--- src/gcu_pkg.sv ---
// shared widths, register map, layer copy bounds and select-word layout, imported by every block
package gcu_pkg;

    localparam int DATA_W    = 16;
    localparam int VRAM_AW   = 13;
    localparam int LAYER_AW  = 11;
    localparam int SPRITE_AW = 10;
    localparam int COORD_W   = 9;

    // main RAM ranges mirrored into the renderer copies
    localparam logic [VRAM_AW-1:0] LAYER0_BASE = 13'h0000;
    localparam logic [VRAM_AW-1:0] LAYER1_BASE = 13'h0800;
    localparam logic [VRAM_AW-1:0] LAYER2_BASE = 13'h1000;
    localparam logic [VRAM_AW-1:0] SPRITE_BASE = 13'h1800;
    localparam logic [VRAM_AW-1:0] SPRITE_END  = 13'h1C00;

    // scroll register indices, x on even and y on odd
    localparam logic [3:0] REG_BG_X = 4'd0;
    localparam logic [3:0] REG_BG_Y = 4'd1;
    localparam logic [3:0] REG_FG_X = 4'd2;
    localparam logic [3:0] REG_FG_Y = 4'd3;
    localparam logic [3:0] REG_TX_X = 4'd4;
    localparam logic [3:0] REG_TX_Y = 4'd5;
    localparam logic [3:0] REG_SP_X = 4'd6;
    localparam logic [3:0] REG_SP_Y = 4'd7;

    // selecting either of these holds the interrupt line high
    localparam logic [3:0] VINT_ACK_A = 4'hE;
    localparam logic [3:0] VINT_ACK_B = 4'hF;
    localparam logic [COORD_W-1:0] VINT_CLEAR_LINE = 9'h0E6;

    localparam logic [7:0] REG_SEL_MASK = 8'h8F;

    // bus sequencer steps
    localparam logic [2:0] ST_IDLE    = 3'd0;
    localparam logic [2:0] ST_WR      = 3'd1;
    localparam logic [2:0] ST_RD_WAIT = 3'd2;
    localparam logic [2:0] ST_RD_CAP  = 3'd3;
    localparam logic [2:0] ST_DONE    = 3'd4;

    // select word, read as a raw byte or as flip mode plus index
    typedef union packed {
        logic [7:0] raw;
        struct packed {
            logic       flip_set;
            logic [2:0] unused;
            logic [3:0] idx;
        } f;
    } reg_select_t;

endpackage
--- src/gcu_video_timing.sv ---
// registered sync and blank from the beam position, plus the vertical interrupt line
`timescale 1ns/1ps

module gcu_video_timing import gcu_pkg::*; (
    input  logic               CLK96,
    input  logic               RESET96,
    input  logic [COORD_W-1:0] h,
    input  logic [COORD_W-1:0] v,
    input  logic [COORD_W-1:0] hs_start,
    input  logic [COORD_W-1:0] hs_end,
    input  logic [COORD_W-1:0] vs_start,
    input  logic [COORD_W-1:0] vs_end,
    input  reg_select_t        reg_sel,
    output logic               hsync,
    output logic               vsync,
    output logic               fblank,
    output logic               vint
);

    logic h_win;
    logic v_win;
    logic vint_hold;

    // horizontal window excludes its ends, vertical includes them
    assign h_win = (h > hs_start) && (h < hs_end);
    assign v_win = (v >= vs_start) && (v <= vs_end);

    assign vint_hold = (reg_sel.raw == {4'h0, VINT_ACK_A}) ||
                       (reg_sel.raw == {4'h0, VINT_ACK_B}) ||
                       (reg_sel.raw == {4'h8, VINT_ACK_B});

    always_ff @(posedge CLK96 or posedge RESET96) begin
        if (RESET96) begin
            hsync  <= 1'b1;
            vsync  <= 1'b1;
            fblank <= 1'b1;
            vint   <= 1'b1;
        end else begin
            hsync  <= ~h_win;
            vsync  <= ~v_win;
            fblank <= ~(h_win | v_win);
            // active low, falls at the clear line unless an ack register is selected
            if (vint_hold) begin
                vint <= 1'b1;
            end else if (v == VINT_CLEAR_LINE) begin
                vint <= 1'b0;
            end
        end
    end

endmodule

--- config.mk ---
export PLATFORM = sky130hd
export DESIGN_NAME = gcu_video_timing
export DESIGN_NICKNAME = d
export VERILOG_FILES = /design/src/gcu_pkg.sv /design/src/gcu_video_timing.sv
export SDC_FILE = /design/constraint.sdc
export NUM_CORES = 1
export LEC_CHECK = 0
export ABC_AREA = 1
export BUFFER_PORTS_ARGS = -buffer_cell sky130_fd_sc_hd__buf_4
export CAP_MARGIN = 30
export CORE_ASPECT_RATIO = 0.7
export CORE_MARGIN = 1.5
export CORE_UTILIZATION = 45
export DETAILED_ROUTE_END_ITERATION = 10
export PLACE_DENSITY = 0.82
export SKIP_LAST_GASP = 1
export SLEW_MARGIN = 20
export SYNTH_ARGS = -nofsm -noshare
export SYNTH_HDL_FRONTEND = slang
export SYNTH_SLANG_ARGS = --single-unit
--- constraint.sdc ---
create_clock -name CLK96 -period 1 [get_ports CLK96]
set_input_delay 0.05 -clock CLK96 [delete_from_list [all_inputs] [get_ports CLK96]]
set_output_delay 0.05 -clock CLK96 [all_outputs]
set_load 0.05 [all_outputs]
; ---- Word-level counts from Yosys, hierarchy flattened
; Index checks and enable logic that the tools add are counted.
[classes]
reduce_logical = 5
order_cmp = 4
n_eq_ne = 4
mux = 2
n_bitwise = 4
[op_table]
columns = operator, n
row1 = 8-bit by 4-bit equality test with 1-bit output (second input constant), 2
row2 = 9-bit by 8-bit equality test with 1-bit output (second input constant), 1
row3 = 9-bit greater-or-equal comparator, 1
row4 = 9-bit greater-than comparator, 1
row5 = 9-bit <= comparator, 1
row6 = 9-bit < comparator, 1
row7 = 8-bit equality test (second input constant), 1
row8 = 1-bit inverter, 3
row9 = 1-bit logical AND, 2
row10 = 1-bit logical OR, 2
row11 = 1-bit 2-to-1 mux, 2
row12 = 2-bit nonzero test, 1
row13 = 1-bit bitwise OR, 1
[totals]
output_inout_bits = 4
reg_bits = 4
word_cells = 23

; ---- Logic depth before layout (Yosys ltp)
[depth]
ltp_word = 4
depth_mapped = 12

; ---- Worst setup path after synthesis
; OpenSTA, ideal clock, no wires.
[synth_path]
kind = input to register
startpoint = input port vs_start[8]
endpoint = register fblank
t_required_ns = 0.942
stages = 9
setup_time_ns = 0.058
t_arrival_ns = 0.905
path_slack_ns = 0.037
n_path_buf = 0
path_cell_list = inv_1 > ha_1 > nand2_2 > inv_2 > a21oi_1 > nand4_2 > nand2_2 > nand2_1 > inv_1
[synth_between]
elab_chain_cells = 4
[synth_lines]
columns = element, line
row1 = from (decl), gcu_video_timing.sv:11  ; input logic [COORD_W-1:0] vs_start,
row2 = 9-bit greater-or-equal comparator, gcu_video_timing.sv:26  ; assign v_win = (v >= vs_start) && (v <= vs_end);
row3 = 1-bit logical AND, gcu_video_timing.sv:26
row4 = 1-bit bitwise OR, gcu_video_timing.sv:41  ; fblank <= ~(h_win | v_win);
row5 = 1-bit inverter, gcu_video_timing.sv:41
row6 = to (signal assigned), gcu_video_timing.sv:41
row7 = to (decl), gcu_video_timing.sv:16  ; output logic fblank,
; Every way passes these cells.
; A chain may end at the register's enable or synchronous reset.

; ---- Worst setup path in the final report
[layout_path]
startpoint = register vint
endpoint = output port vint
[layout_rtl]
columns = element, line
row1 = from (decl), gcu_video_timing.sv:17  ; output logic vint
row2 = from (signal assigned), gcu_video_timing.sv:37  ; vint <= 1'b1;
row3 = from (signal assigned), gcu_video_timing.sv:44  ; vint <= 1'b1;
row4 = from (signal assigned), gcu_video_timing.sv:46  ; vint <= 1'b0;
; No word-level cell between the ends.

==> reports/qor.yml <==
worstSetupPathType: "register to output pin"
area_delta_synth_final_pct: 61.2
maxCapViolations: 0
ff2ff_path_depth: 2
yosys_warnings: 0
io_buffers: 67
cp.buffers_inverters: 1
p_per_area_nw_per_um2: 701
htree_levels: 1
critPathRequiredTime_ns: 0.95
cts_tree: "built"
r2r_end: "vint$_DFFE_PP1P_"
synth-seq-cells: 4
vias_per_cell: 4.62
drc_errors: 0
syn-mean-instance-area_sq_um: 6.47
netlist.area_leader.share: 0.368
peakVddDrop_mv: 0.517
dr.pass1.iters: 4
syn_area_sq_um: 1190
ys_types: 20
fp.dieW_um: 64.5
clockRootBuffer: "clkbuf_8"
synthCells: 184
multi_input_area_sq_um: 995
core_sq_um: 2480
cts_sinks: 4
final.setup.worst_slack_ns: 0.0179
place_ws_ns: -0.196
fin_crit_ns: 0.982
synth_top_area_cell: "ha_1"
r2r-start: "vint$_DFFE_PP1P_"
cellLeakagePower_nw: 1.14
wl_per_cell_um: 10.6
regToRegSetupSlack_ns: 0.20
worst_pin_slew_ns: 0.248
wl_mm: 3.09
p_total_mw: 1.34
first_global_vias: 1193
hold_viol_final: 0
synth.area.top_cells: "ha_1 37%, inv_1 16%, nand2_1 14%"
max_freq_mhz: 1020
num_rows: 15
hp-start: "reg_sel[5]"
fin_worst_skew_ns: 0
place_hpwl_mm: 2.64
clock_path_buffers: 2
diodes: 0
gr-total-overflow: 0
crit_family: "flip-flops"
clkTransAtPathRegs_ns: 0.03
seq_area_sq_um: 105
clk_latency_ns: 0.22
hold_ws_ns: 0.0943
endpoint_kind: "output pin"
cts_setup_buffers: 0
syn_nets: 283
finalSetupViolations: 0
start_util: 0.480
holdPathStages: 4
crit_arrival_ns: 0.93
die-area_sq_um: 2970
io-pin-count: 68
dieHeight_um: 46.0
antenna_found_initial: 0
crit_fanout: 2
fillers: 199
grt_max_degree: 5
gp_congestion: 0.844
timing_max_transition_violations_final: 0
worstPathCellList: "buf_4"
max_stage_delay_ns: 0.52
status: "complete, no violations"
crit_slowest_cell: "dfstp_2"
drt_iter0_drc: 50
grt_pass1_wl_mm: 4.77
worstHoldEndpoint: "vint$_DFFE_PP1P_"
cts_buffers: 3
ys_seq_area_frac: 0.0883
track_usage: 0.208
drtAntennaViolNets: 0
startpoint_type: "register"
fin_crit_sh: 0.982
hp-class: "input pin to register"
vias: 1350
slew_headroom: 0.833
drive_gt1_frac: 0.395
final_nets: 359
-- how the worst max path moves through the flow --
stage / from / end / slack (ns) / cells past startpoint
6_report: vint$_DFFE_PP1P_ / vint / 0.02 / 1
5_1_grt: v[6] / fblank$_DFF_PP1_ / -0.02 / 9
4_1_cts: v[8] / fblank$_DFF_PP1_ / 0.02 / 9
3_5_place_dp: v[8] / fblank$_DFF_PP1_ / -0.20 / 9
3_3_place_gp: v[8] / fblank$_DFF_PP1_ / -0.12 / 9
2_1_floorplan: vs_start[8] / fblank$_DFF_PP1_ / 0.04 / 9
-- timing repair --
action                                  CTS  global route
endpoints found under the setup margin    0             1
endpoints found under the hold margin     4             0
resized for setup                         0            11
hold buffers                              1             0
-- cell usage in the layout, fill, tap and decap left out --
master,netlist,routed
nand4_1,3,3
inv_1,50,50
nor2_4,2,2
o21ai_0,1,1
ha_1,35,27
a21o_1,2,2
nand3_1,6,6
nand3b_1,3,3
dfstp_2,4,4
nand3_2,1,1
dlygate4sd3_1,0,1
nor4b_1,1,1
clkbuf_8,0,3
buf_4,0,70
a21oi_1,9,8
nand4_2,1,1
a21oi_2,0,1
inv_2,3,3
nor2_1,10,10
nor2_2,2,2
ha_4,0,8
nor4_1,1,1
nand2_1,44,42
nand2_2,5,7
o21ai_1,1,1
-- per-stage QoR --
| step | TNS (ns) | instances | utilization | area, sq um |
|---|---|---|---|---|
| floorplan | 0 | 184 | - | 1190 |
| global placement | -0.192 | 288 | 0.710 | 1760 |
| detailed placement | -0.317 | 288 | 0.710 | 1760 |
| CTS | 0 | 292 | 0.730 | 1810 |
| global route | -0.0164 | 292 | 0.774 | 1920 |
| finish | 0 | 292 | 0.774 | 1920 |
-- cell usage after synthesis --
cell type,count
inv_1,50
nand2_1,44
ha_1,35
nor2_1,10
a21oi_1,9
nand3_1,6
nand2_2,5
dfstp_2,4
inv_2,3
nand3b_1,3
nand4_1,3
a21o_1,2
nor2_2,2
nor2_4,2
nand3_2,1
nand4_2,1
nor4_1,1
nor4b_1,1
o21ai_0,1
o21ai_1,1
-- routing by layer --
| layer | up-vias | routed length, um | GRT usage |
|---|---|---|---|
| li1 | 718 | - | - |
| met5 | - | 0 | 0 |
| met2 | 50 | 1360 | 0.327 |
| met1 | 576 | 1430 | 0.295 |
| met4 | 0 | 37 | 0.0255 |
| met3 | 6 | 268 | 0.0545 |
-- final cells by class --
cell class / count / share of cell area
multi-input combinational: 127 / 0.519
timing repair buffer: 71 / 0.279
inverter: 53 / 0.104
clock buffer: 3 / 0.0215
sequential: 4 / 0.0548
tap: 34 / 0.0222
-- sequential cells by signal, indices dropped and copies added (netlist names) --
register / cells
fblank: 1
hsync: 1
vsync: 1
vint: 1
-- kinds of logic (layout without fill, tap and decap cells) --
logic type                 count (synthesis)  in the layout  synth area share
buffers and inverters                     53            127             0.167
DFF                                        4              4            0.0883
adders and majority gates                 35             35             0.368
AOI/OAI and AO/OA                         13             13            0.0589
and+or+nand+nor                           79             79             0.318
-- power breakdown --
| part | total (mW) | switching (mW) | leakage [nW] | internal (mW) |
|---|---|---|---|---|
| clock | 0.339 | 0.0826 | 0.0216 | 0.256 |
| sequential | 0.208 | 0.00819 | 0.0422 | 0.200 |
| combinational | 0.798 | 0.406 | 1.07 | 0.392 |
| total | 1.34 | 0.497 | 1.14 | 0.848 |
Note: power is estimated with default switching activity, not from simulation.
