$ cat config.mk
export PLATFORM = sky130hd
export DESIGN_NAME = gcu_bus_fsm
export DESIGN_NICKNAME = d
export VERILOG_FILES = /design/src/gcu_pkg.sv /design/src/gcu_bus_fsm.sv
export SDC_FILE = /design/constraint.sdc
export NUM_CORES = 1
export LEC_CHECK = 0
export BUFFER_PORTS_ARGS = -buffer_cell sky130_fd_sc_hd__buf_2
export CAP_MARGIN = 25
export CORE_MARGIN = 2
export CORE_UTILIZATION = 45
export DETAILED_ROUTE_END_ITERATION = 8
export GPL_TIMING_DRIVEN = 0
export PLACE_DENSITY = 0.79
export SYNTH_ARGS = -nofsm -noshare
export SYNTH_HDL_FRONTEND = slang
export SYNTH_SLANG_ARGS = --single-unit
$ cat constraint.sdc
create_clock -name CLK96 -period 6.48 [get_ports CLK96]
set_clock_uncertainty 0.2 [all_clocks]
set_input_delay 0.648 -clock CLK96 [delete_from_list [all_inputs] [get_ports CLK96]]
set_output_delay 0.648 -clock CLK96 [all_outputs]
set_load 0.01 [all_outputs]
$ cat src/gcu_pkg.sv
// shared widths, register map, layer copy bounds and select-word layout, imported by every block
package gcu_pkg;

    localparam int DATA_W    = 16;
    localparam int VRAM_AW   = 13;
    localparam int LAYER_AW  = 11;
    localparam int SPRITE_AW = 10;
    localparam int COORD_W   = 9;

    // main RAM ranges mirrored into the renderer copies
    localparam logic [VRAM_AW-1:0] LAYER0_BASE = 13'h0000;
    localparam logic [VRAM_AW-1:0] LAYER1_BASE = 13'h0800;
    localparam logic [VRAM_AW-1:0] LAYER2_BASE = 13'h1000;
    localparam logic [VRAM_AW-1:0] SPRITE_BASE = 13'h1800;
    localparam logic [VRAM_AW-1:0] SPRITE_END  = 13'h1C00;

    // scroll register indices, x on even and y on odd
    localparam logic [3:0] REG_BG_X = 4'd0;
    localparam logic [3:0] REG_BG_Y = 4'd1;
    localparam logic [3:0] REG_FG_X = 4'd2;
    localparam logic [3:0] REG_FG_Y = 4'd3;
    localparam logic [3:0] REG_TX_X = 4'd4;
    localparam logic [3:0] REG_TX_Y = 4'd5;
    localparam logic [3:0] REG_SP_X = 4'd6;
    localparam logic [3:0] REG_SP_Y = 4'd7;

    // selecting either of these holds the interrupt line high
    localparam logic [3:0] VINT_ACK_A = 4'hE;
    localparam logic [3:0] VINT_ACK_B = 4'hF;
    localparam logic [COORD_W-1:0] VINT_CLEAR_LINE = 9'h0E6;

    localparam logic [7:0] REG_SEL_MASK = 8'h8F;

    // bus sequencer steps
    localparam logic [2:0] ST_IDLE    = 3'd0;
    localparam logic [2:0] ST_WR      = 3'd1;
    localparam logic [2:0] ST_RD_WAIT = 3'd2;
    localparam logic [2:0] ST_RD_CAP  = 3'd3;
    localparam logic [2:0] ST_DONE    = 3'd4;

    // select word, read as a raw byte or as flip mode plus index
    typedef union packed {
        logic [7:0] raw;
        struct packed {
            logic       flip_set;
            logic [2:0] unused;
            logic [3:0] idx;
        } f;
    } reg_select_t;

endpackage
$ cat src/gcu_bus_fsm.sv
// sequences CPU bus operations into RAM strobes, register loads and the acknowledge
`timescale 1ns/1ps

module gcu_bus_fsm import gcu_pkg::*; (
    input  logic               CLK96,
    input  logic               RESET96,
    input  logic [DATA_W-1:0]  din,
    input  logic               op_select_reg,
    input  logic               op_write_reg,
    input  logic               op_set_ram_ptr,
    input  logic               op_write_ram,
    input  logic               op_read_ram_h,
    input  logic               op_read_ram_l,
    input  logic [DATA_W-1:0]  ptr,
    input  logic [DATA_W-1:0]  cpu_rdata,
    output logic               ack,
    output logic [DATA_W-1:0]  dout,
    output logic               ram_we,
    output logic [VRAM_AW-1:0] ram_addr,
    output logic [DATA_W-1:0]  ram_din,
    output logic               ptr_load,
    output logic               ptr_inc,
    output logic               reg_sel_load,
    output logic               reg_write
);

    logic [5:0] op_vec;
    logic [5:0] last_op;
    logic [2:0] st;
    logic [2:0] st_cur;
    logic       op_read;

    assign op_vec = {op_select_reg, op_write_reg, op_set_ram_ptr,
                     op_write_ram, op_read_ram_h, op_read_ram_l};
    assign op_read = op_read_ram_h | op_read_ram_l;

    // any new op pattern starts again from the first step
    assign st_cur = (op_vec != last_op) ? ST_IDLE : st;

    // register and pointer loads act for every cycle the op is held
    assign reg_sel_load = op_select_reg;
    assign reg_write    = op_write_reg;
    assign ptr_load     = op_set_ram_ptr;

    // pointer advances on the edge that completes the RAM write
    assign ptr_inc = ram_we;

    always_ff @(posedge CLK96 or posedge RESET96) begin
        if (RESET96) begin
            st      <= ST_IDLE;
            last_op <= '0;
            ack     <= 1'b1;
            ram_we  <= 1'b0;
        end else begin
            last_op <= op_vec;
            ram_we  <= 1'b0;
            if (op_write_ram) begin
                case (st_cur)
                    ST_IDLE: begin
                        ack    <= 1'b0;
                        ram_we <= 1'b1;
                        st     <= ST_WR;
                    end
                    ST_WR: begin
                        ack <= 1'b1;
                        st  <= ST_DONE;
                    end
                    default: ack <= 1'b1;
                endcase
            end else if (op_read) begin
                case (st_cur)
                    ST_IDLE: begin
                        ack <= 1'b0;
                        st  <= ST_RD_WAIT;
                    end
                    // RAM output registers during this step
                    ST_RD_WAIT: st <= ST_RD_CAP;
                    ST_RD_CAP: begin
                        ack <= 1'b1;
                        st  <= ST_DONE;
                    end
                    default: ack <= 1'b1;
                endcase
            end else begin
                ack <= 1'b1;
                st  <= ST_IDLE;
            end
        end
    end

    // address, write data and read data
    always_ff @(posedge CLK96) begin
        if (st_cur == ST_IDLE) begin
            if (op_write_ram) begin
                ram_addr <= ptr[VRAM_AW-1:0];
                ram_din  <= din;
            end else if (op_read) begin
                // low word sits one above the pointer
                ram_addr <= ptr[VRAM_AW-1:0] + VRAM_AW'(op_read_ram_l);
            end
        end
        if (op_read && st_cur == ST_RD_CAP) begin
            dout <= cpu_rdata;
        end
    end

endmodule

; Word level (Yosys, flattened, before mapping)
; Cells that the tools add are included.
[classes]
addsub = 1
eq_ne = 7
muxes = 13
bitwise = 1
reduce_logical = 6
[ops]
columns = cell, n
row1 = $mux 13, 2
row2 = $add 13x1->13, 1
row3 = $mux 3, 3
row4 = $pmux 3 s3, 1
row5 = $eq 3x2->1 const B, 2
row6 = $ne 6x6->1, 1
row7 = $pmux 3 s2, 1
row8 = $reduce_and 2->1, 3
row9 = $mux 1, 5
row10 = $ne 5x2->1 const B, 1
row11 = $eq 3x1->1 const B, 1
row12 = $logic_not 3->1, 1
row13 = $ne 3x1->1 const B, 1
row14 = $ne 3x3->1 const B, 1
row15 = $pmux 1 s2, 1
row16 = $reduce_bool 2->1, 1
row17 = $logic_and 1x1->1, 1
row18 = $or 1x1->1, 1
[totals]
ff_bits = 56
in_bits = 56
output_inout_bits = 51

; Depth between registers and ports, before layout
[depth]
ltp_word = 6
depth_mapped = 5

; Worst setup path before layout
; No wires, ideal clock.
[synth_path]
kind = input-to-reg
from = input op_read_ram_h
to = register dout[0] (enable)
setup_ps = 409
t_arrival_ps = 2447
path_slack_ps = 3423
stages = 4
path_buffers = 0
path_cell_list = xnor2_1 -> nand4_2 -> or2_1 -> nor3_1
[synth_between]
elab_chain_cells = 4
[synth_lines]
columns = item, line
row1 = from (decl), gcu_bus_fsm.sv:12  ; input logic op_read_ram_h,
row2 = $ne 6x6->1, gcu_bus_fsm.sv:38  ; assign st_cur = (op_vec != last_op) ? ST_IDLE : st;
row3 = $mux 3, gcu_bus_fsm.sv:38
row4 = $eq 3x2->1, gcu_bus_fsm.sv:102  ; if (op_read && st_cur == ST_RD_CAP) begin
row5 = $logic_and 1x1->1 (*), gcu_bus_fsm.sv:102
row6 = to (signal assigned), gcu_bus_fsm.sv:103  ; dout <= cpu_rdata;
row7 = to (decl), gcu_bus_fsm.sv:17  ; output logic [DATA_W-1:0] dout,
; Every way passes the cells marked *; elsewhere a longest branch is shown, timed or not.
; A chain may end at the register's enable or synchronous reset.

; Final worst setup path
[layout_path]
from = input op_read_ram_h
to = register dout[11] (enable)
; The elaborated chain is that of the path after synthesis.

==> metrics <==
status finished clean; Fin Setup TNS 0 ns; Layout area overhead 32.0%; DRT Wirelength 3.94 mm; worst path cell trace buf_2 > xnor2_1 > nand4_2 > or2_1 > nor3_2 > buf_6; die width 73.2 um; CP Max Fanout 10; simple-gate share of the synthesized area 0.0807; I/O pin count 107; Congestion Overflow GR 0; post-synthesis cell type with the largest combined area edfxtp_1; count leader, synth edfxtp_1; TritonRoute pass-1 iters 4; mean number of vias per cell 4.83; top_reg_cell synth edfxtp_1; CP startpoint kind primary input; PnR worst setup slack 4.06 ns; crit path capture type flip-flop; number of routed nets with antenna violations 0; Die Area 0.00536 mm^2; Cell Rows 25; R2R depth 5; GP Congestion 0.825; R2R Path End dout[11]$_DFFE_PP_; slowest CP cell nor3_2; f_max 0.414 GHz; Synth Area in XOR/XNOR 0.0760; class of the worst hold path primary input to async pin; fraction of the mapped netlist area in adder cells 0.0116; Initial Utilization 0.463; vias in the first global route 1,272; main combinational cell family by area after synthesis simple AND/OR/NAND/NOR gates; DP Worst Slack 3.71 ns; Mapped Avg Cell Area 16.5 um^2; yosys synthesis warning count 0; clk buf depth 2; multiplexer area fraction after synthesis 0.0104; GRT Util Overall 0.145; # placed instances 290; Syn Nets 189; Slew @ Worst Pin 0.682 ns; gate count after technology mapping 131; Synth top area share 0.627; flop-to-flop setup slack 4.17 ns; non-filler cells, final 298; routed via count 1,440; Syn Std Cell Area 0.00216 mm^2; setup bufs post-CTS 0; asr flop ratio synth 0.196; synthesized flop and latch total 56; H-Tree Depth 2; largest net degree at the start of global routing 18; Setup-failing EPs final 0; CP Data Arrival Time 2.23 ns; first-pass GRT wire length 5.86 mm; peak supply drop 0.110 mV; final net count 301; Routed WL per cell 13.2 um; hold_buf cts 0; initial drt markers 37; critical path class primary input to flip-flop; Reg clk slew, reported paths 0.09 ns; number of remaining DRC errors 0; CTS Sinks 56; Slew Limit Fails 0; CP peak stage delay 0.53 ns; worst path bufs/invs 2; cell family with most CP delay simple AND/OR/NAND/NOR gates; Pwr Total 0.662 mW; RSZ-0062 raised after global routing no; count of cell types in the netlist 35; Leak Pwr 1.22 nW; share of layout cells above drive strength 1 0.500; dpl hpwl 3.08 mm; core outline area 0.00466 mm^2; CP Data Required Time 6.29 ns; post-CTS sizing 0; maxcap violations 0; Port Buf Inserts 103; CTS tree done; pwr dens 233 mW/mm^2; minimum clock period 2.42 ns; compound-cell area share of the yosys netlist 0.0435; Root Buffer clkbuf_8; synth top area cells edfxtp_1, dfrtp_1, xnor2_1, xnor2_2, nand3_1; register area share after synthesis 0.755; Slew headroom 0.544; clk_lat worst skew 0.30 ns; reg-to-reg critical path startpoint last_op[2]$_DFF_PP0_; CTS Buf Count 5; Antenna Cells 0; number of synthesized flops with an enable pin 45; fillers 363; Die Height 73.2 um; initial antenna violation count 0; fin crit share 0.373; synth cell count leaders edfxtp_1, xnor2_1, dfrtp_1; final hold vios 0
-- flip-flops by register name (all words and copies together) (netlist names) --
name      cells
ack           1
last_op       6
st            3
dout         16
ram_din      16
ptr_inc       1
ram_addr     13
-- worst max path at each step --
stage	startpoint	endpoint	slack, ns	cells past startpoint
4_1_cts	op_write_ram	ram_addr[2]$_DFFE_PP_	4.02	5
5_1_grt	op_write_ram	ram_addr[2]$_DFFE_PP_	3.83	5
3_5_place_dp	op_write_ram	ram_addr[7]$_DFFE_PP_	3.71	5
2_1_floorplan	op_read_ram_h	dout[0]$_DFFE_PP_	3.42	4
3_3_place_gp	op_write_ram	dout[13]$_DFFE_PP_	2.87	5
6_report	op_read_ram_h	dout[11]$_DFFE_PP_	4.06	6
-- area by class of cell --
| class | count | area (um^2) | area share |
|---|---|---|---|
| Tap cell | 54 | 67.6 | 0.0237 |
| Multi-Input combinational cell | 66 | 484 | 0.170 |
| Timing Repair Buffer | 105 | 534 | 0.188 |
| Sequential cell | 56 | 1630 | 0.572 |
| Clock buffer | 6 | 72.6 | 0.0255 |
| Inverter | 3 | 11.3 | 0.00396 |
| Buffer | 6 | 37.5 | 0.0132 |
| Clock inverter | 2 | 11.3 | 0.00396 |
-- per-stage QoR --
stage	hold slack, ns	area, um^2	utilization
6_report	0.138	2850	0.611
5_1_grt	0.166	2850	0.611
4_1_cts	0.147	2850	0.611
3_5_place_dp	0.410	2760	0.593
3_3_place_gp	0.383	2740	0.588
2_1_floorplan	0.300	2160	-
-- layout by cell type, fill, tap and decap left out, types with 2 or more instances in the layout --
| cell type | netlist | final |
|---|---|---|
| buf_4 | 4 | 5 |
| dfrtp_1 | 10 | 10 |
| xnor2_1 | 14 | 14 |
| clkbuf_1 | 2 | 3 |
| clkbuf_8 | 0 | 5 |
| inv_1 | 3 | 3 |
| o31ai_1 | 2 | 2 |
| mux2_2 | 2 | 2 |
| buf_2 | 0 | 103 |
| a21oi_1 | 2 | 2 |
| edfxtp_1 | 45 | 45 |
| ha_1 | 2 | 2 |
| xnor2_2 | 2 | 2 |
| nand2_1 | 8 | 8 |
| nand3_1 | 6 | 6 |
| nor2_1 | 4 | 4 |
| and3_1 | 3 | 3 |
| nand4_1 | 2 | 2 |
-- power by group --
group          switching, mW  internal, mW
registers            0.00528         0.407
logic                 0.0384        0.0348
clock network          0.101        0.0751
total                  0.145         0.517
-- logic make-up after synthesis --
group / count (synthesis)
compound gates: 13
xor+xnor: 17
fa+ha+maj: 2
buf+inv: 9
flops: 56
mux: 2
simple gates: 32
-- worst register-to-register path, stage by stage, from the launching register on --
cell	delay (ns)
dfrtp_1	0.38
xnor2_1	0.19
nand4_2	0.19
or2_1	0.32
nor3_2	0.53
buf_6	0.23
-- layer usage --
layer	global-route usage	vias to the layer above	share of wire
met1	0.172	657	0.41
met3	0.0525	4	0.099
met5	0	-	0
met2	0.246	73	0.48
li1	-	706	-
met4	0.0432	0	0.011
(Power assumes the default switching activity.)
