--- config.mk ---
export PLATFORM = sky130hd
export DESIGN_NAME = gcu_ram_ptr
export DESIGN_NICKNAME = d
export VERILOG_FILES = /design/src/gcu_pkg.sv /design/src/gcu_ram_ptr.sv
export SDC_FILE = /design/constraint.sdc
export NUM_CORES = 1
export LEC_CHECK = 0
export ABC_AREA = 1
export ABC_CLOCK_PERIOD_IN_PS = 2000
export BUFFER_PORTS_ARGS = -buffer_cell sky130_fd_sc_hd__buf_2
export CAP_MARGIN = 20
export CORE_MARGIN = 1
export CORE_UTILIZATION = 30
export DETAILED_ROUTE_END_ITERATION = 8
export HOLD_SLACK_MARGIN = 0.12
export PLACE_DENSITY_LB_ADDON = 0.05
export SYNTH_ARGS = -nofsm -noshare
export SYNTH_HDL_FRONTEND = slang
export SYNTH_SLANG_ARGS = --single-unit
--- constraint.sdc ---
create_clock -name CLK96 -period 2 [get_ports CLK96]
set_input_delay 0.1 -clock CLK96 [delete_from_list [all_inputs] [get_ports CLK96]]
set_output_delay 0.1 -clock CLK96 [all_outputs]
set_load 0.005 [all_outputs]
--- src/gcu_pkg.sv ---
// shared widths, register map, layer copy bounds and select-word layout, imported by every block
package gcu_pkg;

    localparam int DATA_W    = 16;
    localparam int VRAM_AW   = 13;
    localparam int LAYER_AW  = 11;
    localparam int SPRITE_AW = 10;
    localparam int COORD_W   = 9;

    // main RAM ranges mirrored into the renderer copies
    localparam logic [VRAM_AW-1:0] LAYER0_BASE = 13'h0000;
    localparam logic [VRAM_AW-1:0] LAYER1_BASE = 13'h0800;
    localparam logic [VRAM_AW-1:0] LAYER2_BASE = 13'h1000;
    localparam logic [VRAM_AW-1:0] SPRITE_BASE = 13'h1800;
    localparam logic [VRAM_AW-1:0] SPRITE_END  = 13'h1C00;

    // scroll register indices, x on even and y on odd
    localparam logic [3:0] REG_BG_X = 4'd0;
    localparam logic [3:0] REG_BG_Y = 4'd1;
    localparam logic [3:0] REG_FG_X = 4'd2;
    localparam logic [3:0] REG_FG_Y = 4'd3;
    localparam logic [3:0] REG_TX_X = 4'd4;
    localparam logic [3:0] REG_TX_Y = 4'd5;
    localparam logic [3:0] REG_SP_X = 4'd6;
    localparam logic [3:0] REG_SP_Y = 4'd7;

    // selecting either of these holds the interrupt line high
    localparam logic [3:0] VINT_ACK_A = 4'hE;
    localparam logic [3:0] VINT_ACK_B = 4'hF;
    localparam logic [COORD_W-1:0] VINT_CLEAR_LINE = 9'h0E6;

    localparam logic [7:0] REG_SEL_MASK = 8'h8F;

    // bus sequencer steps
    localparam logic [2:0] ST_IDLE    = 3'd0;
    localparam logic [2:0] ST_WR      = 3'd1;
    localparam logic [2:0] ST_RD_WAIT = 3'd2;
    localparam logic [2:0] ST_RD_CAP  = 3'd3;
    localparam logic [2:0] ST_DONE    = 3'd4;

    // select word, read as a raw byte or as flip mode plus index
    typedef union packed {
        logic [7:0] raw;
        struct packed {
            logic       flip_set;
            logic [2:0] unused;
            logic [3:0] idx;
        } f;
    } reg_select_t;

endpackage
--- src/gcu_ram_ptr.sv ---
// video RAM pointer, loaded by the CPU and stepped after every RAM write
`timescale 1ns/1ps

module gcu_ram_ptr import gcu_pkg::*; (
    input  logic              CLK96,
    input  logic              RESET96,
    input  logic [DATA_W-1:0] din,
    input  logic              ptr_load,
    input  logic              ptr_inc,
    output logic [DATA_W-1:0] ptr
);

    // full 16 bits kept, only the low bits reach the RAM
    always_ff @(posedge CLK96 or posedge RESET96) begin
        if (RESET96) begin
            ptr <= '0;
        end else if (ptr_load) begin
            ptr <= din;
        end else if (ptr_inc) begin
            ptr <= ptr + 1'b1;
        end
    end

endmodule

; Word-level counts from Yosys, hierarchy flattened
; Cells that the tools add are included.
[word_totals]
register_bits = 16
in_bits = 20
elab_cells = 5
[op_classes]
addsub = 1
muxes = 2
n_reduce_logical = 1
[ops]
columns = operator, n
row1 = 16-bit two-way mux, 2
row2 = "16-bit by 1-bit adder with 16-bit output, second input constant", 1
row3 = 2-bit nonzero test, 1

; Longest topological paths before layout
; Gate-level depths: netlist of the first run.
[depth]
ltp_word = 3
ltp_mapped = 8
depth_no_buf = 8

; Worst setup path before layout of the first run
; OpenSTA, ideal clock, no wires.
[synth_path]
kind = reg-to-reg
start = register ptr[0]
end = register ptr[10]
setup_time_ns = 0.121
t_arrival_ns = 1.108
required_time_ns = 1.879
setup_slack_ns = 0.771
path_stages_with_launch = 9
path_buffers = 0
synth_period_minus_slack_ns = 1.229
path_cell_list = dfrtp_1 > ha_1 > nand3_2 > inv_2 > nand2_2 > nor2_1 > nand2_1 > nand3_1 > nand2_1
[synth_via]
elab_chain_cells = 3
[synth_lines]
columns = element, line
row1 = start: declaration, gcu_ram_ptr.sv:10  ; output logic [DATA_W-1:0] ptr
row2 = start signal: assignment, gcu_ram_ptr.sv:18  ; ptr <= din;
row3 = start signal: assignment, gcu_ram_ptr.sv:20  ; ptr <= ptr + 1'b1;
row4 = 16-bit by 1-bit adder with 16-bit output, gcu_ram_ptr.sv:20
row5 = 16-bit two-way mux, gcu_ram_ptr.sv:19  ; end else if (ptr_inc) begin
row6 = 16-bit two-way mux, gcu_ram_ptr.sv:17  ; end else if (ptr_load) begin
; No other way between the ends. The select of a mux whose other input is x is not followed.
; A chain may end at the register's enable or synchronous reset.

; Final worst setup path of the first run
; Same ends and word-level chain as after synthesis.

==> results_dict.tcl, run 1 <==
set metrics [dict create \
    status "finished, final reports clean" \
    postPlaceCellArea_um2 1270 \
    drc 0 \
    syn_nets 156 \
    met3_usage_pct 3.99 \
    avgSynthCellArea_um2 7.79 \
    die_w_um 61.2 \
    nFillCells 361 \
    path_cells "ha_1, nand3_2, inv_2, nand2_2, nor2_1, nand2_1, nand3_1, nand2_1" \
    synth_edf_count 0 \
    grt_setup_unrepaired "no" \
    yosys_warnings 0 \
    cts_resized 0 \
    busiest_layer "met2" \
    synth_top_family_by_area "simple AND/OR/NAND/NOR gates" \
    clockBufferDepth 2 \
    reg_top3 "ptr x16" \
    initial_core_util_pct 31.5 \
    grt_pass1_vias 940 \
    ys_top_cells_by_count "nand2_1 (32), dfrtp_1 (16), a22oi_1 (13), nand3_1 (12)" \
    largest_register "ptr" \
    synthAdderAreaFrac_pct 1.19 \
    root_buffer "clkbuf_4" \
    cpLargestDelayFamily "simple AND/OR/NAND/NOR gates" \
    maxSlewViolCount 0 \
    cp-start-kind "register" \
    path_class "reg -> reg" \
    tightestPinTransition_ns 0.657 \
    fp.dieArea_um2 3750 \
    rows 21 \
    die_h_um 61.2 \
    portBuffers 35 \
    drtAntennaViolNets 0 \
    relSlewSlack_pct 56.2 \
    grt_usage_pct 16.5 \
    yosysTopAreaCellShare_pct 38.0 \
    synthDistinctLibCells 23 \
    drive_gt1_share_pct 31.0 \
    cts_tree "built" \
    fin_crit_sh_pct 65.7 \
    wl_um 2810 \
    crit_top_cell "nand2_1" \
    grt_max_degree 17 \
    grt.overflow.total 0 \
    nets 210 \
    wl_per_cell_um 12.1 \
    synthCells 135 \
    irDropWorstVdd_mv 0.313 \
    crit_slowest_cell "dfrtp_1" \
    grtUsageMet1_pct 21.9 \
    tns_ns 0 \
    yosysSeqAreaShare_pct 38.0 \
    setup-violations-final 0 \
    synth_compound_gate_area_share_pct 15.3 \
    antenna_cells 0 \
    finalHoldViolCount 0 \
    fmax_ghz 0.761 \
    synth-simple-area-share_pct 33.3 \
    cts_setup_buffers 0 \
    vias 1094 \
    arrival_ns 1.50 \
    clock-sinks 16 \
    fin_crit_ns 1.31 \
    dp_hpwl_um 2010 \
    skew_ns 0.00599 \
    grt_pass1_wl_um 4530 \
    antenna_found_initial 0 \
    fin_area_um2 1460 \
    synth_top_area_cell "dfrtp_1" \
    async_flop_share_pct 100 \
    yosys_register_bits 16 \
    yosysMostFrequentCell "nand2_1" \
    fp.coreArea_um2 3340 \
    synthMuxAreaShare_pct 0 \
    holdBufCountCts 17 \
    yosys-top-cells-area "dfrtp_1 (38%), nand2_1 (11%), a22oi_1 (9.3%), nand3_1 (5.7%), nand2_2 (4.2%)" \
    ios 36 \
    finalPower_w 0.000811 \
    first_pass_iters 4 \
    max_stage_delay_ns 0.44 \
    grt_use_met2_pct 27.3 \
    worst-path-buf-inv 1 \
    synth_xor_area_share_pct 5.83 \
    largest_reg_flops 16 \
    clk_latency_ns 0.29 \
    clk_pin_slew_worst_paths_ns 0.09 \
    htreeDepth 1 \
    maxCapViolCount 0 \
    hold_class "in -> reg" \
    p_leak_nw 0.683 \
    end_kind "register" \
    cp_max_fo 6 \
    drt-initial-drc-count 38 \
    synthFlopType "dfrtp_1" \
    p_per_area_nw_per_um2 555 \
    worstPathRequired_ns 2.18 \
    synth_area_um2 1050 \
    gp_congestion 0.801 \
    areaGrowthSynthToFinish_pct 38.8 \
    viasPerCell 4.70 \
    numCtsBuffers 3 \
]
worst register-to-register path, stage by stage, from the launching register on:
cell	delay [ns]
dfrtp_1	0.44
ha_1	0.22
nand3_2	0.13
inv_2	0.08
nand2_2	0.08
nor2_1	0.09
nand2_1	0.05
nand3_1	0.08
nand2_1	0.05
layout by cell type, fill, tap and decap left out:
| master | count |
|---|---|
| nand4_1 | 3 |
| nand2_1 | 32 |
| nor2_1 | 9 |
| inv_2 | 3 |
| nor2_2 | 5 |
| buf_2 | 35 |
| clkinv_1 | 1 |
| nand3_1 | 12 |
| o211ai_1 | 1 |
| a21oi_1 | 2 |
| inv_1 | 9 |
| nor2_4 | 2 |
| clkbuf_4 | 3 |
| dlygate4sd3_1 | 17 |
| o21bai_1 | 3 |
| o21ai_1 | 3 |
| nand3_2 | 2 |
| xor2_1 | 3 |
| nand2_2 | 7 |
| ha_1 | 1 |
| xnor2_1 | 4 |
| dfrtp_1 | 16 |
| o21ai_2 | 1 |
| a22oi_1 | 13 |
through the flow:
step | utilization (%) | hold slack [ns] | setup slack, ns | cells
2_1_floorplan | - | 0.0137 | 0.771 | 135
5_1_grt | 43.8 | 0.253 | 0.524 | 233
6_report | 43.8 | 0.230 | 0.685 | 233
4_1_cts | 43.8 | 0.221 | 0.681 | 233
3_3_place_gp | 38.0 | 0.231 | 0.729 | 213
3_5_place_dp | 38.0 | 0.237 | 0.697 | 213
kinds of logic after synthesis:
family,count (synthesis)
and+or+nand+nor,72
AOI/OAI and AO/OA,23
buffers and inverters,16
DFF,16
xor gates and xnor gates,7
adders and majority gates,1
worst paths after layout:
path	depth (start not counted)	end	startpoint	slack [ns]
min reg2reg	2	ptr[15]	ptr[15]	0.57
max	8	ptr[10]	ptr[0]	0.69
max in group asynchronous	3	ptr[3]	RESET96	1.15
min	4	ptr[3]	ptr_inc	0.23
max reg2reg	8	ptr[10]	ptr[0]	0.69
min in group asynchronous	3	ptr[9]	RESET96	0.43
area by class of cell:
cell class,instances,area [µm²],area share [%]
repair buffers,52,345,23.7
well taps,46,57.6,3.94
clock buffers,3,22.5,1.54
inverters,13,48.8,3.34
multi-input cells,103,586,40.1
flip-flops and latches,16,400,27.4
per-layer routing:
metal / vias up / part of all wire [%]
met5: - / 0
li1: 559 / -
met2: 23 / 47
met3: 2 / 4.1
met4: 0 / 0.46
met1: 510 / 48
where the power goes:
group | internal, W | switching [W] | leakage [nW]
Sequential | 0.000358 | 0.0000576 | 0.193
Clock | 0.0000700 | 0.000106 | 0.0138
Combinational | 0.000111 | 0.000108 | 0.476
(Power assumes the default switching activity.)
==> run 2: changes to the inputs <==
--- a/config.mk
+++ b/config.mk
@@ -6,7 +6,7 @@
 export NUM_CORES = 1
 export LEC_CHECK = 0
 export ABC_AREA = 1
-export ABC_CLOCK_PERIOD_IN_PS = 2000
+export ABC_CLOCK_PERIOD_IN_PS = 1400
 export BUFFER_PORTS_ARGS = -buffer_cell sky130_fd_sc_hd__buf_2
 export CAP_MARGIN = 20
 export CORE_MARGIN = 1
==> constraint.sdc (replaced) <==
create_clock -name CLK96 -period 1.4 [get_ports CLK96]
set_input_delay 0.07 -clock CLK96 [delete_from_list [all_inputs] [get_ports CLK96]]
set_output_delay 0.07 -clock CLK96 [all_outputs]
set_load 0.005 [all_outputs]
==> run 2 against run 1 <==
Routed wire length rose by 0.89%. Maximum frequency increased by 8.6%. Clock skew fell by 0.0014 ns. Final cell count grew 1.7%. Sequential cell count did not move. Power up 44%. Non-clock buffer count grew 4. Critical path depth is the same. Clock power up 41%. First-iteration DRC count up 11%. Sequential power grew 41%.
==> results_dict.tcl, run 2 (same netlist as run 1, synthesis figures left out) <==
set metrics [dict create \
    clockBufferDepth 2 \
    relSlewSlack_pct 56.7 \
    portBuffers 35 \
    root_buffer "clkbuf_4" \
    routed-wl-met3_um 113 \
    arrival_ns 1.39 \
    maxSlewViolCount 0 \
    maxCapViolCount 0 \
    p_per_area_nw_per_um2 785 \
    cp_max_fo 5 \
    cts_tree "built" \
    rows 21 \
    areaGrowthSynthToFinish_pct 41.6 \
    tns_ns 0 \
    dp_hpwl_um 1990 \
    skew_ns 0.00458 \
    hold_class "in -> reg" \
    tightestPinTransition_ns 0.648 \
    fp.dieArea_um2 3750 \
    reg_top3 "ptr x16" \
    fin_crit_ns 1.21 \
    fp.coreArea_um2 3340 \
    ios 36 \
    worstSetupStartpoint "ptr[0]" \
    worstPathRequired_ns 1.58 \
    grt_pass1_wl_um 4320 \
    max_stage_delay_ns 0.37 \
    layout_commonest_cell "buf_2" \
    met1_length_um 1390 \
    fin_crit_sh_pct 86.5 \
    clock-sinks 16 \
    cpLargestDelayFamily "simple AND/OR/NAND/NOR gates" \
    drt-initial-drc-count 42 \
    grt_usage_pct 15.6 \
    nets 214 \
    crit_slowest_cell "dfrtp_1" \
    grt_max_degree 17 \
    grt_pass1_vias 924 \
    final_cell_mix "buf_2 (35), nand2_1 (32), dlygate4sd3_1 (17)" \
    worst_hold_slack_ns 0.206 \
    die_w_um 61.2 \
    vias 1094 \
    wl_um 2830 \
    largest_register "ptr" \
    finalHoldViolCount 0 \
    drtAntennaViolNets 0 \
    cts_resized 0 \
    hp-start "ptr_inc" \
    crit_top_cell "nand2_1" \
    largest_reg_flops 16 \
    antenna_found_initial 0 \
    reg2reg_from "ptr[0]" \
    end_kind "register" \
    viasPerCell 4.62 \
    irDropWorstVdd_mv 0.349 \
    gp_congestion 0.750 \
    path_class "reg -> reg" \
    first_pass_iters 4 \
    setup-violations-final 0 \
    numCtsBuffers 3 \
    antenna_cells 0 \
    cp-start-kind "register" \
    drc 0 \
    clk_latency_ns 0.28 \
    die_h_um 61.2 \
    grt_setup_unrepaired "no" \
    p_leak_nw 0.702 \
    htreeDepth 1 \
    status "finished, final reports clean" \
    drive_gt1_share_pct 32.5 \
    multi_input_area_um2 586 \
    nFillCells 374 \
    highest_layer "met4" \
    grt.overflow.total 0 \
    clk_pin_slew_worst_paths_ns 0.09 \
    wl_met2_um 1310 \
    final-seq-area_um2 400 \
    fmax_ghz 0.826 \
    worst-path-buf-inv 1 \
    path_cells "ha_1, nand3_2, inv_2, nand2_2, nor2_1, nand2_1, nand3_1, nand2_1" \
    wl_per_cell_um 12.0 \
    initial_core_util_pct 31.5 \
]
==> run 2: path summary, 6_finish.rpt <==
kind | endpoint | slack [ns] | depth (start not counted)
max in group asynchronous | ptr[3] | 0.88 | 4
hold / removal | ptr[3] | 0.21 | 4
setup reg to reg | ptr[12] | 0.19 | 8
hold reg to reg | ptr[15] | 0.57 | 2
setup / recovery | ptr[12] | 0.19 | 8
min in group asynchronous | ptr[11] | 0.33 | 4
==> run 2: metal layers <==
layer | up-vias | track usage (%)
li1 | 560 | -
met1 | 506 | 21.7
met2 | 26 | 24.8
met3 | 2 | 3.78
met4 | 0 | 2.92
met5 | - | 0
==> run 2: worst min-delay path, cell delays in order <==
cell,delay [ns]
buf_2,0.12
nand2_1,0.08
xor2_1,0.06
a21oi_1,0.12
==> run 2: repair_timing <==
action | CTS | global route
hold endpoints to repair | 32 | 0
setup buffers | 0 | 1
setup endpoints to repair | 0 | 4
hold buffers | 17 | 0
==> run 2: layout make-up <==
type                            count  share of cell area [%]
Multi-Input combinational cell    103                    39.3
Clock buffer                        3                    1.51
Tap cell                           46                    3.86
Sequential cell                    16                    26.9
Inverter                           13                    3.27
Timing Repair Buffer               56                    25.2
==> run 2: metrics by stage <==
step	worst slack [ns]	utilization [%]	std cells	instance area [µm²]	total power (W)
floorplan	0.171	-	135	1050	0.000760
global placement	0.151	38.7	216	1290	0.000888
detailed placement	0.102	38.7	216	1290	0.000891
CTS	0.0819	44.4	236	1480	0.00119
global route	0.0387	44.7	237	1490	0.00126
finish	0.189	44.7	237	1490	0.00117
==> run 2: power by group <==
group          internal (W)  switching, W  leakage [nW]  total, W
clock network     0.0000999      0.000149        0.0138  0.000249
registers          0.000511     0.0000754         0.193  0.000587
logic              0.000170      0.000164         0.495  0.000334
==> run 3: changes to the inputs <==
--- a/config.mk
+++ b/config.mk
@@ -9,11 +9,13 @@
 export ABC_CLOCK_PERIOD_IN_PS = 1400
 export BUFFER_PORTS_ARGS = -buffer_cell sky130_fd_sc_hd__buf_2
 export CAP_MARGIN = 20
+export CORE_ASPECT_RATIO = 1.25
 export CORE_MARGIN = 1
 export CORE_UTILIZATION = 30
 export DETAILED_ROUTE_END_ITERATION = 8
 export HOLD_SLACK_MARGIN = 0.12
 export PLACE_DENSITY_LB_ADDON = 0.05
+export RECOVER_POWER = 50
 export SYNTH_ARGS = -nofsm -noshare
 export SYNTH_HDL_FRONTEND = slang
 export SYNTH_SLANG_ARGS = --single-unit
==> run 3 against run 2 <==
Non-clock buffer count is the same. Clock-buffer cell count is the same. Final cell count shrank 3.8%. Register-to-register slack lost 0.04 ns. Clock skew grew 0.0014 ns. Maximum frequency shrank 3.0%. Global-route usage grew 1.8 points. Largest power group unchanged. Power grew 8.8%.
==> results_dict.tcl, run 3 (same netlist as run 1, synthesis figures left out) <==
set metrics [dict create \
    status "finished, final reports clean" \
    reg2reg_from "ptr[1]" \
    drive_gt1_share_pct 28.3 \
    relSlewSlack_pct 56.9 \
    nFillCells 357 \
    cts_resized 0 \
    die_h_um 68.2 \
    clk_pin_slew_worst_paths_ns 0.07 \
    viasPerCell 4.81 \
    layout_commonest_cell "nand2_1" \
    clk_latency_ns 0.25 \
    vias 1096 \
    finalHoldViolCount 0 \
    largest_register "ptr" \
    grt_setup_unrepaired "no" \
    grt_pass1_wl_um 4600 \
    ios 36 \
    drtAntennaViolNets 0 \
    cp_max_fo 5 \
    gp_congestion 0.802 \
    maxSlewViolCount 0 \
    largest_reg_flops 16 \
    cts_setup_buffers 0 \
    fp.coreArea_um2 3280 \
    clockBufferDepth 2 \
    wl_per_cell_um 12.5 \
    initial_core_util_pct 32.1 \
    min_path_cells 4 \
    fin_util_pct 45.3 \
    root_buffer "clkbuf_8" \
    p_leak_nw 0.686 \
    htreeDepth 1 \
    cp-start-kind "register" \
    areaGrowthSynthToFinish_pct 41.4 \
    arrival_ns 1.39 \
    fin_crit_ns 1.25 \
    setup-violations-final 0 \
    first_pass_iters 4 \
    holdPathEnd "ptr[3]" \
    hp-start "ptr_inc" \
    regToRegEndpoint "ptr[12]" \
    r2r_setup_slack_ns 0.15 \
    grt_max_degree 17 \
    drt-initial-drc-count 27 \
    tightestPinTransition_ns 0.646 \
    antenna_found_initial 0 \
    antenna_cells 0 \
    cts_tree "built" \
    clock-sinks 16 \
    path_class "reg -> reg" \
    hold_class "in -> reg" \
    numCtsBuffers 3 \
    reg_top3 "ptr x16" \
    grt.overflow.total 0 \
    end_kind "register" \
    dp_hpwl_um 2080 \
    nets 214 \
    tns_ns 0 \
    fin_crit_sh_pct 89.2 \
    skew_ns 0.00593 \
    fmax_ghz 0.801 \
    portBuffers 35 \
    rows 23 \
    p_per_area_nw_per_um2 856 \
    worstPathRequired_ns 1.54 \
    maxCapViolCount 0 \
    grt_pass1_vias 1013 \
    die_w_um 55.0 \
    rr_worst_depth 8 \
    drc 0 \
    grt_usage_pct 17.4 \
    fp.dieArea_um2 3750 \
    final_cell_mix "nand2_1 (32), buf_2 (27), dlygate4sd3_1 (17)" \
    irDropWorstVdd_mv 0.451 \
    wl_um 2850 \
]
run 3: changes by cell type in the layout (fill, tap and decap cells not counted):
cell      before  now
buf_2         35   27
clkbuf_1       0    8
clkbuf_4       3    0
clkbuf_8       0    3
run 3: worst max-delay path by stage:
| stage | from | endpoint | slack [ns] | depth (start not counted) |
|---|---|---|---|---|
| after floorplan | ptr[0] | ptr[10] | 0.17 | 8 |
| after global placement | ptr[6] | ptr[12] | 0.19 | 7 |
| final | ptr[1] | ptr[12] | 0.15 | 8 |
| after detailed placement | ptr[1] | ptr[12] | 0.17 | 8 |
| after CTS | ptr[1] | ptr[12] | 0.16 | 8 |
| after global routing | ptr[1] | ptr[10] | 0.04 | 8 |
run 3: per-stage QoR:
step                setup slack, ns  cell area [µm²]  hold slack (ns)  std cells  power [W]
CTS                           0.159             1500            0.220        228    0.00130
detailed placement            0.173             1290            0.208        208   0.000898
global route                 0.0449             1490            0.248        228    0.00136
floorplan                     0.171             1050          -0.0163        135   0.000760
global placement              0.191             1290            0.188        208   0.000896
finish                        0.151             1490            0.224        228    0.00127
run 3: what timing repair did:
item                                    CTS  global route
endpoints found under the hold margin    32             0
hold buffers                             17             0
endpoints found under the setup margin    0             0
run 3: layout make-up:
type / count / area, µm² / area share [%]
sequential: 16 / 400 / 26.9
inverter: 13 / 48.8 / 3.28
tap: 37 / 46.3 / 3.11
timing repair buffer: 56 / 365 / 24.6
clock buffer: 3 / 41.3 / 2.78
multi-input combinational: 103 / 586 / 39.4
run 3: per-layer routing:
| layer | up-vias | GRT usage (%) | wire length [µm] |
|---|---|---|---|
| li1 | 561 | - | - |
| met1 | 504 | 21.5 | 1350 |
| met2 | 26 | 28.2 | 1370 |
| met3 | 5 | 2.67 | 89 |
| met4 | 0 | 9.38 | 45 |
| met5 | - | 0 | 0 |
run 3: worst max-delay path, stage by stage (launching register included):
cell     delay [ns]
dfrtp_1        0.36
ha_1           0.19
nand3_2        0.14
inv_2          0.08
nand2_2        0.07
nor2_1         0.09
nand2_1        0.06
nand3_1        0.08
nand2_1        0.05
run 3: report_power, final:
part           switching [W]  internal (W)  total [W]
registers          0.0000769      0.000512   0.000589
logic               0.000163      0.000165   0.000328
clock network       0.000165      0.000191   0.000356
